[src/snake_pkg.sv]
`default_nettype none

package snake_pkg;

    ////////////////////////////////////////////////////////////////////////////
    // Board coordinates and motion
    ////////////////////////////////////////////////////////////////////////////

    // One grid cell index, x or y
    typedef logic [7:0] coord_t;

    // Move direction, x grows to the right and y grows upward
    typedef enum logic [1:0] {
        RIGHT = 2'd0,
        DOWN  = 2'd1,
        LEFT  = 2'd2,
        UP    = 2'd3
    } dir_t;

    // Game FSM
    typedef enum logic [1:0] {
        IDLE = 2'd0,
        RUN  = 2'd1,
        DEAD = 2'd2
    } game_state_t;

    ////////////////////////////////////////////////////////////////////////////
    // APB register map, word index from PADDR[4:2]
    ////////////////////////////////////////////////////////////////////////////

    typedef enum logic [2:0] {
        REG_CTRL   = 3'd0,
        REG_DIR    = 3'd1,
        REG_FOOD   = 3'd2,
        REG_STATUS = 3'd3,
        REG_SCORE  = 3'd4,
        REG_HEAD   = 3'd5
    } reg_addr_t;

    // CTRL command bits
    localparam int CTRL_RESTART_BIT = 0;
    localparam int CTRL_STEP_BIT    = 1;

    // Head cell after a restart
    localparam coord_t START_X = 8'd4;
    localparam coord_t START_Y = 8'd4;

endpackage

`default_nettype wire
[src/snake_if.sv]
`timescale 1ns/10ps
`default_nettype none

interface snake_if #(
    parameter int MAX_LEN = 8
);
    import snake_pkg::*;

    localparam int LEN_W = $clog2(MAX_LEN + 1);

    // Move commands from the controller
    logic             restart;
    logic             step;
    logic             grow;
    dir_t             dir;

    // Body state, segment 0 is the head
    coord_t           seg_x [MAX_LEN];
    coord_t           seg_y [MAX_LEN];
    logic [LEN_W-1:0] length;

    // Candidate next head and what it runs into
    coord_t           next_x;
    coord_t           next_y;
    logic             hit_wall;
    logic             hit_self;
    logic             ate;

    modport ctrl (
        output restart, step, grow, dir,
        input  hit_wall, hit_self, ate, length, seg_x, seg_y
    );

    modport body (
        input  restart, step, grow, next_x, next_y,
        output seg_x, seg_y, length
    );

    modport collide (
        input  seg_x, seg_y, length, dir,
        output next_x, next_y, hit_wall, hit_self, ate
    );

endinterface

`default_nettype wire

[src/snake_top.sv]
`timescale 1ns/10ps
`default_nettype none

module snake_top #(
    parameter int MAX_LEN = 8,
    parameter int GRID_W  = 32,
    parameter int GRID_H  = 24
) (
    input  logic        clk,
    input  logic        rst,
    input  logic        psel,
    input  logic        penable,
    input  logic        pwrite,
    input  logic [4:0]  paddr,
    input  logic [31:0] pwdata,
    output logic [31:0] prdata,
    output logic        pready,
    output logic        pslverr
);
    import snake_pkg::*;

    // Food cell from the register file to the hit logic
    coord_t food_x;
    coord_t food_y;

    snake_if #(.MAX_LEN(MAX_LEN)) bus ();

    snake_game_ctrl #(
        .MAX_LEN (MAX_LEN)
    ) u_ctrl (
        .clk     (clk),
        .rst     (rst),
        .psel    (psel),
        .penable (penable),
        .pwrite  (pwrite),
        .paddr   (paddr),
        .pwdata  (pwdata),
        .prdata  (prdata),
        .pready  (pready),
        .pslverr (pslverr),
        .bus     (bus.ctrl),
        .food_x  (food_x),
        .food_y  (food_y)
    );

    snake_body #(
        .MAX_LEN (MAX_LEN)
    ) u_body (
        .clk (clk),
        .rst (rst),
        .bus (bus.body)
    );

    snake_collide #(
        .MAX_LEN (MAX_LEN),
        .GRID_W  (GRID_W),
        .GRID_H  (GRID_H)
    ) u_collide (
        .bus    (bus.collide),
        .food_x (food_x),
        .food_y (food_y)
    );

endmodule

`default_nettype wire

[src/snake_game_ctrl.sv]
`timescale 1ns/10ps
`default_nettype none

module snake_game_ctrl #(
    parameter int MAX_LEN = 8
) (
    input  logic              clk,
    input  logic              rst,
    input  logic              psel,
    input  logic              penable,
    input  logic              pwrite,
    input  logic [4:0]        paddr,
    input  logic [31:0]       pwdata,
    output logic [31:0]       prdata,
    output logic              pready,
    output logic              pslverr,
    snake_if.ctrl             bus,
    output snake_pkg::coord_t food_x,
    output snake_pkg::coord_t food_y
);
    import snake_pkg::*;

    localparam int LEN_W = $clog2(MAX_LEN + 1);

    game_state_t      state;
    dir_t             dir_q;
    logic [15:0]      score;
    logic             restart_q;
    logic             step_q;
    logic             grow_q;
    logic [LEN_W-1:0] cur_len;

    reg_addr_t        reg_idx;
    logic             access;
    logic             bad_idx;
    logic             read_only;
    logic             wr_ok;

    ////////////////////////////////////////////////////////////////////////////
    // APB decode
    ////////////////////////////////////////////////////////////////////////////

    assign reg_idx   = reg_addr_t'(paddr[4:2]);
    assign access    = psel && penable;
    assign bad_idx   = (paddr[4:2] > 3'd5);
    assign read_only = (reg_idx == REG_STATUS) || (reg_idx == REG_SCORE)
                    || (reg_idx == REG_HEAD);

    // No wait states
    assign pready  = 1'b1;
    assign pslverr = access && (bad_idx || (pwrite && read_only));
    assign wr_ok   = access && pwrite && !pslverr;

    ////////////////////////////////////////////////////////////////////////////
    // Registers and game FSM
    ////////////////////////////////////////////////////////////////////////////

    always_ff @(posedge clk) begin
        if (rst) begin
            state     <= IDLE;
            dir_q     <= RIGHT;
            food_x    <= '0;
            food_y    <= '0;
            score     <= '0;
            restart_q <= 1'b0;
            step_q    <= 1'b0;
            grow_q    <= 1'b0;
        end else begin
            // Commands are single cycle pulses
            restart_q <= 1'b0;
            step_q    <= 1'b0;
            grow_q    <= 1'b0;
            if (wr_ok) begin
                case (reg_idx)
                    REG_CTRL: begin
                        if (pwdata[CTRL_RESTART_BIT]) begin
                            restart_q <= 1'b1;
                            state     <= RUN;
                            score     <= '0;
                            dir_q     <= RIGHT;
                        end else if (pwdata[CTRL_STEP_BIT] && (state == RUN)) begin
                            if (bus.hit_wall || bus.hit_self) begin
                                // Game over, the body stays where it is
                                state <= DEAD;
                            end else begin
                                step_q <= 1'b1;
                                grow_q <= bus.ate;
                                if (bus.ate) begin
                                    score <= score + 16'd1;
                                end
                            end
                        end
                    end
                    REG_DIR: dir_q <= dir_t'(pwdata[1:0]);
                    REG_FOOD: begin
                        food_x <= pwdata[7:0];
                        food_y <= pwdata[15:8];
                    end
                    default: state <= state;
                endcase
            end
        end
    end

    assign bus.restart = restart_q;
    assign bus.step    = step_q;
    assign bus.grow    = grow_q;
    assign bus.dir     = dir_q;

    // Read data is combinational from the address
    assign cur_len = bus.length;

    always_comb begin
        prdata = '0;
        case (reg_idx)
            REG_DIR:    prdata[1:0]  = dir_q;
            REG_FOOD:   prdata[15:0] = {food_y, food_x};
            REG_STATUS: prdata[15:0] = {8'(cur_len), 6'b0, state};
            REG_SCORE:  prdata[15:0] = score;
            REG_HEAD:   prdata[15:0] = {bus.seg_y[0], bus.seg_x[0]};
            default:    prdata       = '0;
        endcase
    end

    ////////////////////////////////////////////////////////////////////////////
    // Checks
    ////////////////////////////////////////////////////////////////////////////

    a_step_in_run: assert property (
        @(posedge clk) disable iff (rst) step_q |-> (state == RUN)
    ) else $error("snake_game_ctrl: step issued outside RUN");

    a_step_restart: assert property (
        @(posedge clk) disable iff (rst) !(step_q && restart_q)
    ) else $error("snake_game_ctrl: step and restart together");

endmodule

`default_nettype wire

[src/snake_collide.sv]
`timescale 1ns/10ps
`default_nettype none

module snake_collide #(
    parameter int MAX_LEN = 8,
    parameter int GRID_W  = 32,
    parameter int GRID_H  = 24
) (
    snake_if.collide          bus,
    input  snake_pkg::coord_t food_x,
    input  snake_pkg::coord_t food_y
);
    import snake_pkg::*;

    localparam int               LEN_W     = $clog2(MAX_LEN + 1);
    localparam logic [LEN_W-1:0] MAX_LEN_L = LEN_W'(MAX_LEN);
    localparam logic [8:0]       GRID_W_L  = 9'(GRID_W);
    localparam logic [8:0]       GRID_H_L  = 9'(GRID_H);

    // One extra bit so that stepping left of 0 shows up as 9'h1ff
    logic [8:0] head_x;
    logic [8:0] head_y;
    logic       tail_leaves;

    // Candidate next head, one cell from the present head
    always_comb begin
        head_x = {1'b0, bus.seg_x[0]};
        head_y = {1'b0, bus.seg_y[0]};
        case (bus.dir)
            RIGHT:   head_x = head_x + 9'd1;
            DOWN:    head_y = head_y - 9'd1;
            LEFT:    head_x = head_x - 9'd1;
            UP:      head_y = head_y + 9'd1;
            default: head_x = head_x;
        endcase
    end

    assign bus.next_x = head_x[7:0];
    assign bus.next_y = head_y[7:0];

    // Catches both the wrap below 0 and the far edge
    assign bus.hit_wall = (head_x >= GRID_W_L) || (head_y >= GRID_H_L);

    // Food only counts on a cell that is on the board
    assign bus.ate = (head_x == {1'b0, food_x}) && (head_y == {1'b0, food_y})
                  && ({1'b0, food_x} < GRID_W_L) && ({1'b0, food_y} < GRID_H_L);

    // The tail vacates its cell unless this move makes the snake longer
    assign tail_leaves = !(bus.ate && (bus.length < MAX_LEN_L));

    always_comb begin
        bus.hit_self = 1'b0;
        for (int i = 0; i < MAX_LEN; i++) begin
            if ((LEN_W'(i) < bus.length)
                && ({1'b0, bus.seg_x[i]} == head_x)
                && ({1'b0, bus.seg_y[i]} == head_y)
                && !(tail_leaves && (LEN_W'(i) == bus.length - 1'b1))) begin
                bus.hit_self = 1'b1;
            end
        end
    end

    // A move can not both leave the board and find food
    always_comb begin
        a_wall_not_food: assert (!(bus.hit_wall && bus.ate))
            else $error("snake_collide: wall and food hit on the same move");
    end

endmodule

`default_nettype wire

[src/snake_body.sv]
`timescale 1ns/10ps
`default_nettype none

module snake_body #(
    parameter int MAX_LEN = 8
) (
    input  logic    clk,
    input  logic    rst,
    snake_if.body   bus
);
    import snake_pkg::*;

    localparam int               LEN_W     = $clog2(MAX_LEN + 1);
    localparam logic [LEN_W-1:0] MAX_LEN_L = LEN_W'(MAX_LEN);

    coord_t           seg_x_q [MAX_LEN];
    coord_t           seg_y_q [MAX_LEN];
    logic [LEN_W-1:0] len_q;
    logic [LEN_W-1:0] len_next;

    // Grow only while there is room; at full length the tail just moves on
    always_comb begin
        if (bus.grow && (len_q < MAX_LEN_L)) begin
            len_next = len_q + 1'b1;
        end else begin
            len_next = len_q;
        end
    end

    ////////////////////////////////////////////////////////////////////////////
    // Segment shift register
    ////////////////////////////////////////////////////////////////////////////

    always_ff @(posedge clk) begin
        if (rst || bus.restart) begin
            len_q <= LEN_W'(1);
            for (int i = 0; i < MAX_LEN; i++) begin
                seg_x_q[i] <= '0;
                seg_y_q[i] <= '0;
            end
            seg_x_q[0] <= START_X;
            seg_y_q[0] <= START_Y;
        end else if (bus.step) begin
            len_q      <= len_next;
            seg_x_q[0] <= bus.next_x;
            seg_y_q[0] <= bus.next_y;
            // Each segment follows the one ahead of it
            for (int i = 1; i < MAX_LEN; i++) begin
                if (LEN_W'(i) < len_next) begin
                    seg_x_q[i] <= seg_x_q[i-1];
                    seg_y_q[i] <= seg_y_q[i-1];
                end else begin
                    // Segments past the tail stay cleared
                    seg_x_q[i] <= '0;
                    seg_y_q[i] <= '0;
                end
            end
        end
    end

    assign bus.seg_x  = seg_x_q;
    assign bus.seg_y  = seg_y_q;
    assign bus.length = len_q;

    ////////////////////////////////////////////////////////////////////////////
    // Checks
    ////////////////////////////////////////////////////////////////////////////

    // Length in range
    a_len_range: assert property (
        @(posedge clk) disable iff (rst)
        (len_q >= LEN_W'(1)) && (len_q <= MAX_LEN_L)
    ) else $error("snake_body: length %0d out of range", len_q);

endmodule

`default_nettype wire

[config.mk]
export PLATFORM = sky130hd
export DESIGN_NAME = snake_top
export DESIGN_NICKNAME = d
export VERILOG_FILES = /design/src/snake_pkg.sv /design/src/snake_if.sv /design/src/snake_top.sv /design/src/snake_game_ctrl.sv /design/src/snake_collide.sv /design/src/snake_body.sv
export SDC_FILE = /design/constraint.sdc
export NUM_CORES = 1
export LEC_CHECK = 0
export BUFFER_PORTS_ARGS = -buffer_cell sky130_fd_sc_hd__buf_4
export CAP_MARGIN = 5
export CORE_MARGIN = 2
export CORE_UTILIZATION = 62
export DETAILED_ROUTE_END_ITERATION = 16
export GPL_TIMING_DRIVEN = 1
export HOLD_SLACK_MARGIN = 0.02
export PLACE_DENSITY = 0.81
export SYNTH_ARGS = -nofsm -noshare
export SYNTH_HDL_FRONTEND = slang
export SYNTH_SLANG_ARGS = --single-unit
[constraint.sdc]
create_clock -name clk -period 5.4 [get_ports clk]
set_clock_uncertainty 0.05 [all_clocks]
set_input_delay 0.54 -clock clk [delete_from_list [all_inputs] [get_ports clk]]
set_output_delay 0.54 -clock clk [all_outputs]
set_load 0.01 [all_outputs]
Yosys cells after proc, flatten, opt, wreduce, memory -nomap -nowiden --
Index checks and enable logic that the tools add are counted. Widths: inputs -> output; s select.
Word-level totals: register bits 171, input bits 42, output and inout port bits 34, word-level logic and storage cells 203
Cells by class: $add $sub $neg 7, $lt $le $gt $ge 21, equal/unequal tests 36, multiplexer cells 38, bitwise operators 3, reduce and logical (&&, ||, !) cells 73
Operators by type and width (number):
- $eq 8x9->1 | 16
- $mux 8 | 14
- $mux 16 | 4
- $pmux 14 s4 | 1
- $logic_and 1x1->1 | 43
- $pmux 9 s2 | 2
- $lt 3x4->1 const A | 8
- $add 8x1->9 const B | 2
- $eq 9x8->1 | 2
- $sub 8x1->9 const B | 2
- $add 16x1->16 const B | 1
- $eq 3x4->1 const A | 4
- $lt 2x4->1 const A | 4
- $lt 1x4->1 const A | 3
- $logic_not 1->1 | 10
- $mux 1 | 10
- $pmux 2 s5 | 1
- $ge 9x5->1 const B | 1
- $ge 9x6->1 const B | 1
- $eq 2x4->1 const A | 2
- $lt 8x5->1 const B | 1
- $lt 8x6->1 const B | 1
- $mux 2 | 4
- $reduce_bool 2->1 | 4
- 25 further kinds | 37

Depth between registers and ports, before layout --
word-level depth 23, gate-level depth with buffers 19, depth with buffers taken out 15

Hierarchy --
A second synthesis with hierarchy kept.
Second synthesis, totals: cell total of the unflattened synthesis 1419, area total of the unflattened synthesis 11604.9 µm²
By module, submodules not included:
- snake_body | times used 1, cells an instance 598, area an instance 5315.1 µm², seq. area each 2642.5 µm²
- snake_collide | times used 1, cells an instance 515, area an instance 3881.2 µm², seq. area each 0.0 µm²
- snake_game_ctrl | times used 1, cells an instance 306, area an instance 2408.6 µm², seq. area each 780.7 µm²

Least setup slack after synthesis --
Ideal clock, no wire load.
path kind register to register, start point register u_ctrl.dir_q[0], in the netlist u_ctrl.bus.dir[0], end point register u_ctrl.score[14], arrival time 4.034 ns, required time 5.228 ns, setup slack 1.195 ns, cell stages (with the launch flop) 17, buffers on the path 2, period minus slack after synthesis 4.205 ns, cell sequence dfxtp_1 > nand2_1 > ha_1 > a21oi_1 > a211oi_1 > or4_1 > a2111oi_2 > nand4b_1 > nor4_2 > nor2_1 > a221oi_1 > or4_4 > buf_6 > nor4b_4 > buf_6 > and3_1 > a221o_1
Between the ends: word-level cells in the longest chain between the ends 22, elaborated cells between the ends (all ways) 84
RTL lines:
- from (decl) | line snake_game_ctrl.sv:26 | dir_t dir_q;
- from (signal assigned) | line snake_game_ctrl.sv:94 | REG_DIR: dir_q <= dir_t'(pwdata[1:0]);
- $eq 2x2->1 (tied with other cells) | line snake_collide.sv:29 | case (bus.dir)
- $pmux 9 s2 | line snake_collide.sv:29
- $eq 9x8->1 | line snake_collide.sv:45 | assign bus.ate = (head_x == {1'b0, food_x}) && (head_y == {1'b0, food_y})
- $logic_and 1x1->1 | line snake_collide.sv:45
- $logic_and 1x1->1 (2 in series) | line snake_collide.sv:46 | && ({1'b0, food_x} < GRID_W_L) && ({1'b0, food_y} < GRID_H_L);
- $logic_and 1x1->1 | line snake_collide.sv:49 | assign tail_leaves = !(bus.ate && (bus.length < MAX_LEN_L));
- $logic_not 1->1 | line snake_collide.sv:49
- $logic_and 1x1->1 | line snake_collide.sv:57 | && !(tail_leaves && (LEN_W'(i) == bus.length - 1'b1))) begin
- $logic_not 1->1 | line snake_collide.sv:57
- $logic_and 1x1->1 | line snake_collide.sv:57
- $mux 1 (8 in series) | line snake_collide.sv:54 | if ((LEN_W'(i) < bus.length)
- $logic_or 1x1->1 | line snake_game_ctrl.sv:82 | if (bus.hit_wall || bus.hit_self) begin
- $ne 2x2->1 (no line)
- $reduce_and 5->1 (no line) *
- to (signal assigned) | line snake_game_ctrl.sv:89 | score <= score + 16'd1;
- to (decl) | line snake_game_ctrl.sv:27 | logic [15:0] score;
Every way passes the cells marked *; elsewhere a longest branch is shown, timed or not. A chain may end at the register's enable or synchronous reset.

Final worst setup path --
start point register u_ctrl.dir_q[1], in the netlist u_ctrl.bus.dir[1], end point register u_ctrl.score[10]
The elaborated chain is that of the path after synthesis.

==> results_dict.tcl <==
set metrics [dict create \
    cts.repair.resized 0 \
    worst-setup-path-type "reg -> reg" \
    async_reset_ff_frac 0 \
    hold_slack_ns 0.282 \
    fp-row-count 48 \
    cap_violations 0 \
    slowest_delay_ns 0.56 \
    cts_tree "done" \
    max-vdd-ir-drop_v 0.000250 \
    htreeDepth 4 \
    hold_viol 0 \
    synth_flop_cell "dfxtp_1" \
    hpwl_um 22900 \
    grt_max_degree 131 \
    yosys.area.top_type "dfxtp_1" \
    vias 10300 \
    syn_area_per_cell_um2 8.09 \
    holdCritPathClass "in -> reg" \
    ys_types 103 \
    met1Wirelength_um 13900 \
    rsz0062_at_grt "no" \
    p_leak_nw 4.63 \
    wirelength_um 32800 \
    drive_gt1_frac 0.105 \
    die_area_mm2 0.0189 \
    critPathMaxFanout 16 \
    drcViolationCount 0 \
    grt_first_pass_wirelength_um 51000 \
    p_comb_frac 0.030 \
    synthMostInstantiatedCell "dfxtp_1" \
    max_freq_mhz 197 \
    cts_sinks 171 \
    postCtsSetupBuffers 0 \
    fin_crit_sh 0.941 \
    gp_congestion 0.990 \
    start_kind "flop" \
    wl_met2_um 14300 \
    path_common_cell "buf_4" \
    place_ws_ns 0.570 \
    routedWlPerCell_um 20.6 \
    p_switching_w 0.000633 \
    grt_antenna_before_repair 1 \
    cts.clk_slew.worst_paths_ns 0.08 \
    switching_share 0.240 \
    grt-ovfl-total 0 \
    min_period_ns 5.08 \
    power.density_mw_per_mm2 220 \
    grt_pass1_vias 9327 \
    synth_seq_area_share 0.309 \
    ant_nets 0 \
    syn_inst 1368 \
    worst_pin_slew_ns 1.34 \
    final_util 0.690 \
    drt_iter0_markers 1146 \
    ys_ff_latch 171 \
    arrival_ns 5.42 \
    clockPowerShare 0.492 \
    holdBufCountCts 0 \
    p_seq_frac 0.478 \
    firstDrtPassIters 6 \
    port-buffer-count 40 \
    ys_warn_count 0 \
    p_int_w 0.00201 \
    slew_headroom 0.101 \
    clock_path_buffers 2 \
    final_nets 1416 \
    fp.coreArea_mm2 0.0174 \
    syn_to_final_growth_pct 8.23 \
    numCtsBuffers 17 \
    die_h_um 138 \
    status "finished clean" \
    yosys.area.top_type_share 0.309 \
    start_util 0.638 \
    synthTopCellsByCount "171 x dfxtp_1, 144 x a21oi_1, 139 x nor2_1" \
    grt_usage 0.353 \
    diodes 0 \
    die_x_um 138 \
    synth_edf_count 0 \
    worstPathRequired_ns 5.74 \
    final-max-slew-violation-count 0 \
    wl_met3_um 3450 \
    synth_area_leaders "dfxtp_1 31%, a21oi_1 6.5%, xnor2_1 5.5%" \
    root_buffer "clkbuf_16" \
    crit_chain "buf_4, nand2b_1, xnor2_1, ha_1, or3b_1, a21oi_2, buf_4, xnor3_1, nor4b_1, nand4_1, a2111o_1, o22ai_1, a31oi_1, o21ai_2, nor3_2, a21oi_1, buf_4, a221o_1" \
    via_per_inst 6.43 \
    top_layer_used "met4" \
    synth_area_mm2 0.0111 \
    setup_violations 0 \
    tns_ns 0 \
    endpoint_kind "flop" \
    cpMaxStageDelayCell "o21ai_2" \
    io_pins 76 \
    clock_latency_ns 0.45 \
    setup_slack_ns 0.319 \
]
## layout by cell type (no fill, tap or decap), types with 8 or more instances in the layout
cell type,netlist,routed
a211oi_1,12,12
a21oi_1,144,144
and3_1,13,13
buf_4,19,66
clkbuf_16,0,17
conb_1,2,17
dfxtp_1,171,169
ha_1,16,16
inv_1,21,21
mux2i_1,25,25
nand2_1,85,85
nand2b_1,49,49
nand3_1,60,60
nand4_1,8,8
nor2_1,139,139
nor2b_1,84,84
nor3_1,26,25
nor4_1,16,16
o21a_1,8,8
o21ai_0,25,25
o21ai_1,9,9
o21bai_1,8,8
o22ai_1,11,11
o31ai_1,14,14
o41a_1,8,8
or3_1,8,8
xnor2_1,70,70
xor2_1,59,59
## layout make-up
class / instances / area, µm²
multi-input cells: 1079 / 7080
fillers: 1368 / 5380
flip-flops and latches: 171 / 3430
repair buffers: 66 / 495
clock buffers: 19 / 453
well taps: 225 / 282
clock inverters: 13 / 158
inverters: 22 / 82.6
## power by group through the flow
stage	Clock (W)	Combinational (W)	Sequential, W
2_1_floorplan	0	0.0000593	0.00129
3_3_place_gp	0	0.0000761	0.00129
3_5_place_dp	0	0.0000772	0.00129
4_1_cts	0.00129	0.0000773	0.00126
5_1_grt	0.00134	0.0000851	0.00126
6_report	0.00130	0.0000788	0.00126
## path summary, 6_finish.rpt
check / startpoint / to / slack [ns] / cells after the start
setup / recovery: u_ctrl.bus.dir[1]$_SDFFE_PP0P_ / u_ctrl.score[10]$_SDFFE_PP0P_ / 0.32 / 18
hold / removal: pwdata[13] / u_ctrl.food_y[5]$_SDFFE_PP0P_ / 0.28 / 3
setup reg to reg: u_ctrl.bus.dir[1]$_SDFFE_PP0P_ / u_ctrl.score[10]$_SDFFE_PP0P_ / 0.32 / 18
hold reg to reg: u_body.bus.seg_x[19]$_SDFFE_PP0P_ / u_body.bus.seg_x[11]$_SDFFE_PP0P_ / 0.44 / 2
## metal layers
metal  global-route usage  vias to the layer above
met4                0.131                        0
met3               0.0795                       99
met5                    0                        -
met1                0.485                     4831
met2                0.541                      522
li1                     -                     4800
## state kept, by name (all words and copies together), names as in the netlist
signal and count:
u_ctrl.bus.grow 1, u_ctrl.bus.restart 1, u_body.bus.length 4, u_ctrl.bus.step 1, u_body.bus.seg_y 64, u_ctrl.food_y 8
u_ctrl.food_x 8, u_ctrl.score 16, u_ctrl.bus.dir 2, u_body.bus.seg_x 64, u_ctrl.state 2
## stage by stage
stage          cells  power, W  instance area [µm²]
5_1_grt         1595   0.00269                12000
3_3_place_gp    1563   0.00137                11400
4_1_cts         1595   0.00263                12000
2_1_floorplan   1383   0.00135                11100
6_report        1595   0.00264                12000
3_5_place_dp    1563   0.00137                11400
## worst max-delay path, delay by kind of cell (launching register included)
family | cells | cell delay (ns)
AO/OA/AOI/OAI | 7 | 1.98
AND/OR/NAND/NOR | 5 | 1.40
buffers and inverters | 3 | 0.67
flip-flops | 1 | 0.40
XOR/XNOR | 2 | 0.28
adder cells (fa/ha/maj) | 1 | 0.24
## cells by family after synthesis
family | share of synthesized area
multiplexers | 0.0312
buffers and inverters | 0.0571
flip-flops | 0.309
AND/OR/NAND/NOR | 0.260
AO/OA/AOI/OAI | 0.202
other | 0.000679
adder cells (fa/ha/maj) | 0.0199
XOR/XNOR | 0.120
Power figures use the tool's default switching activity.
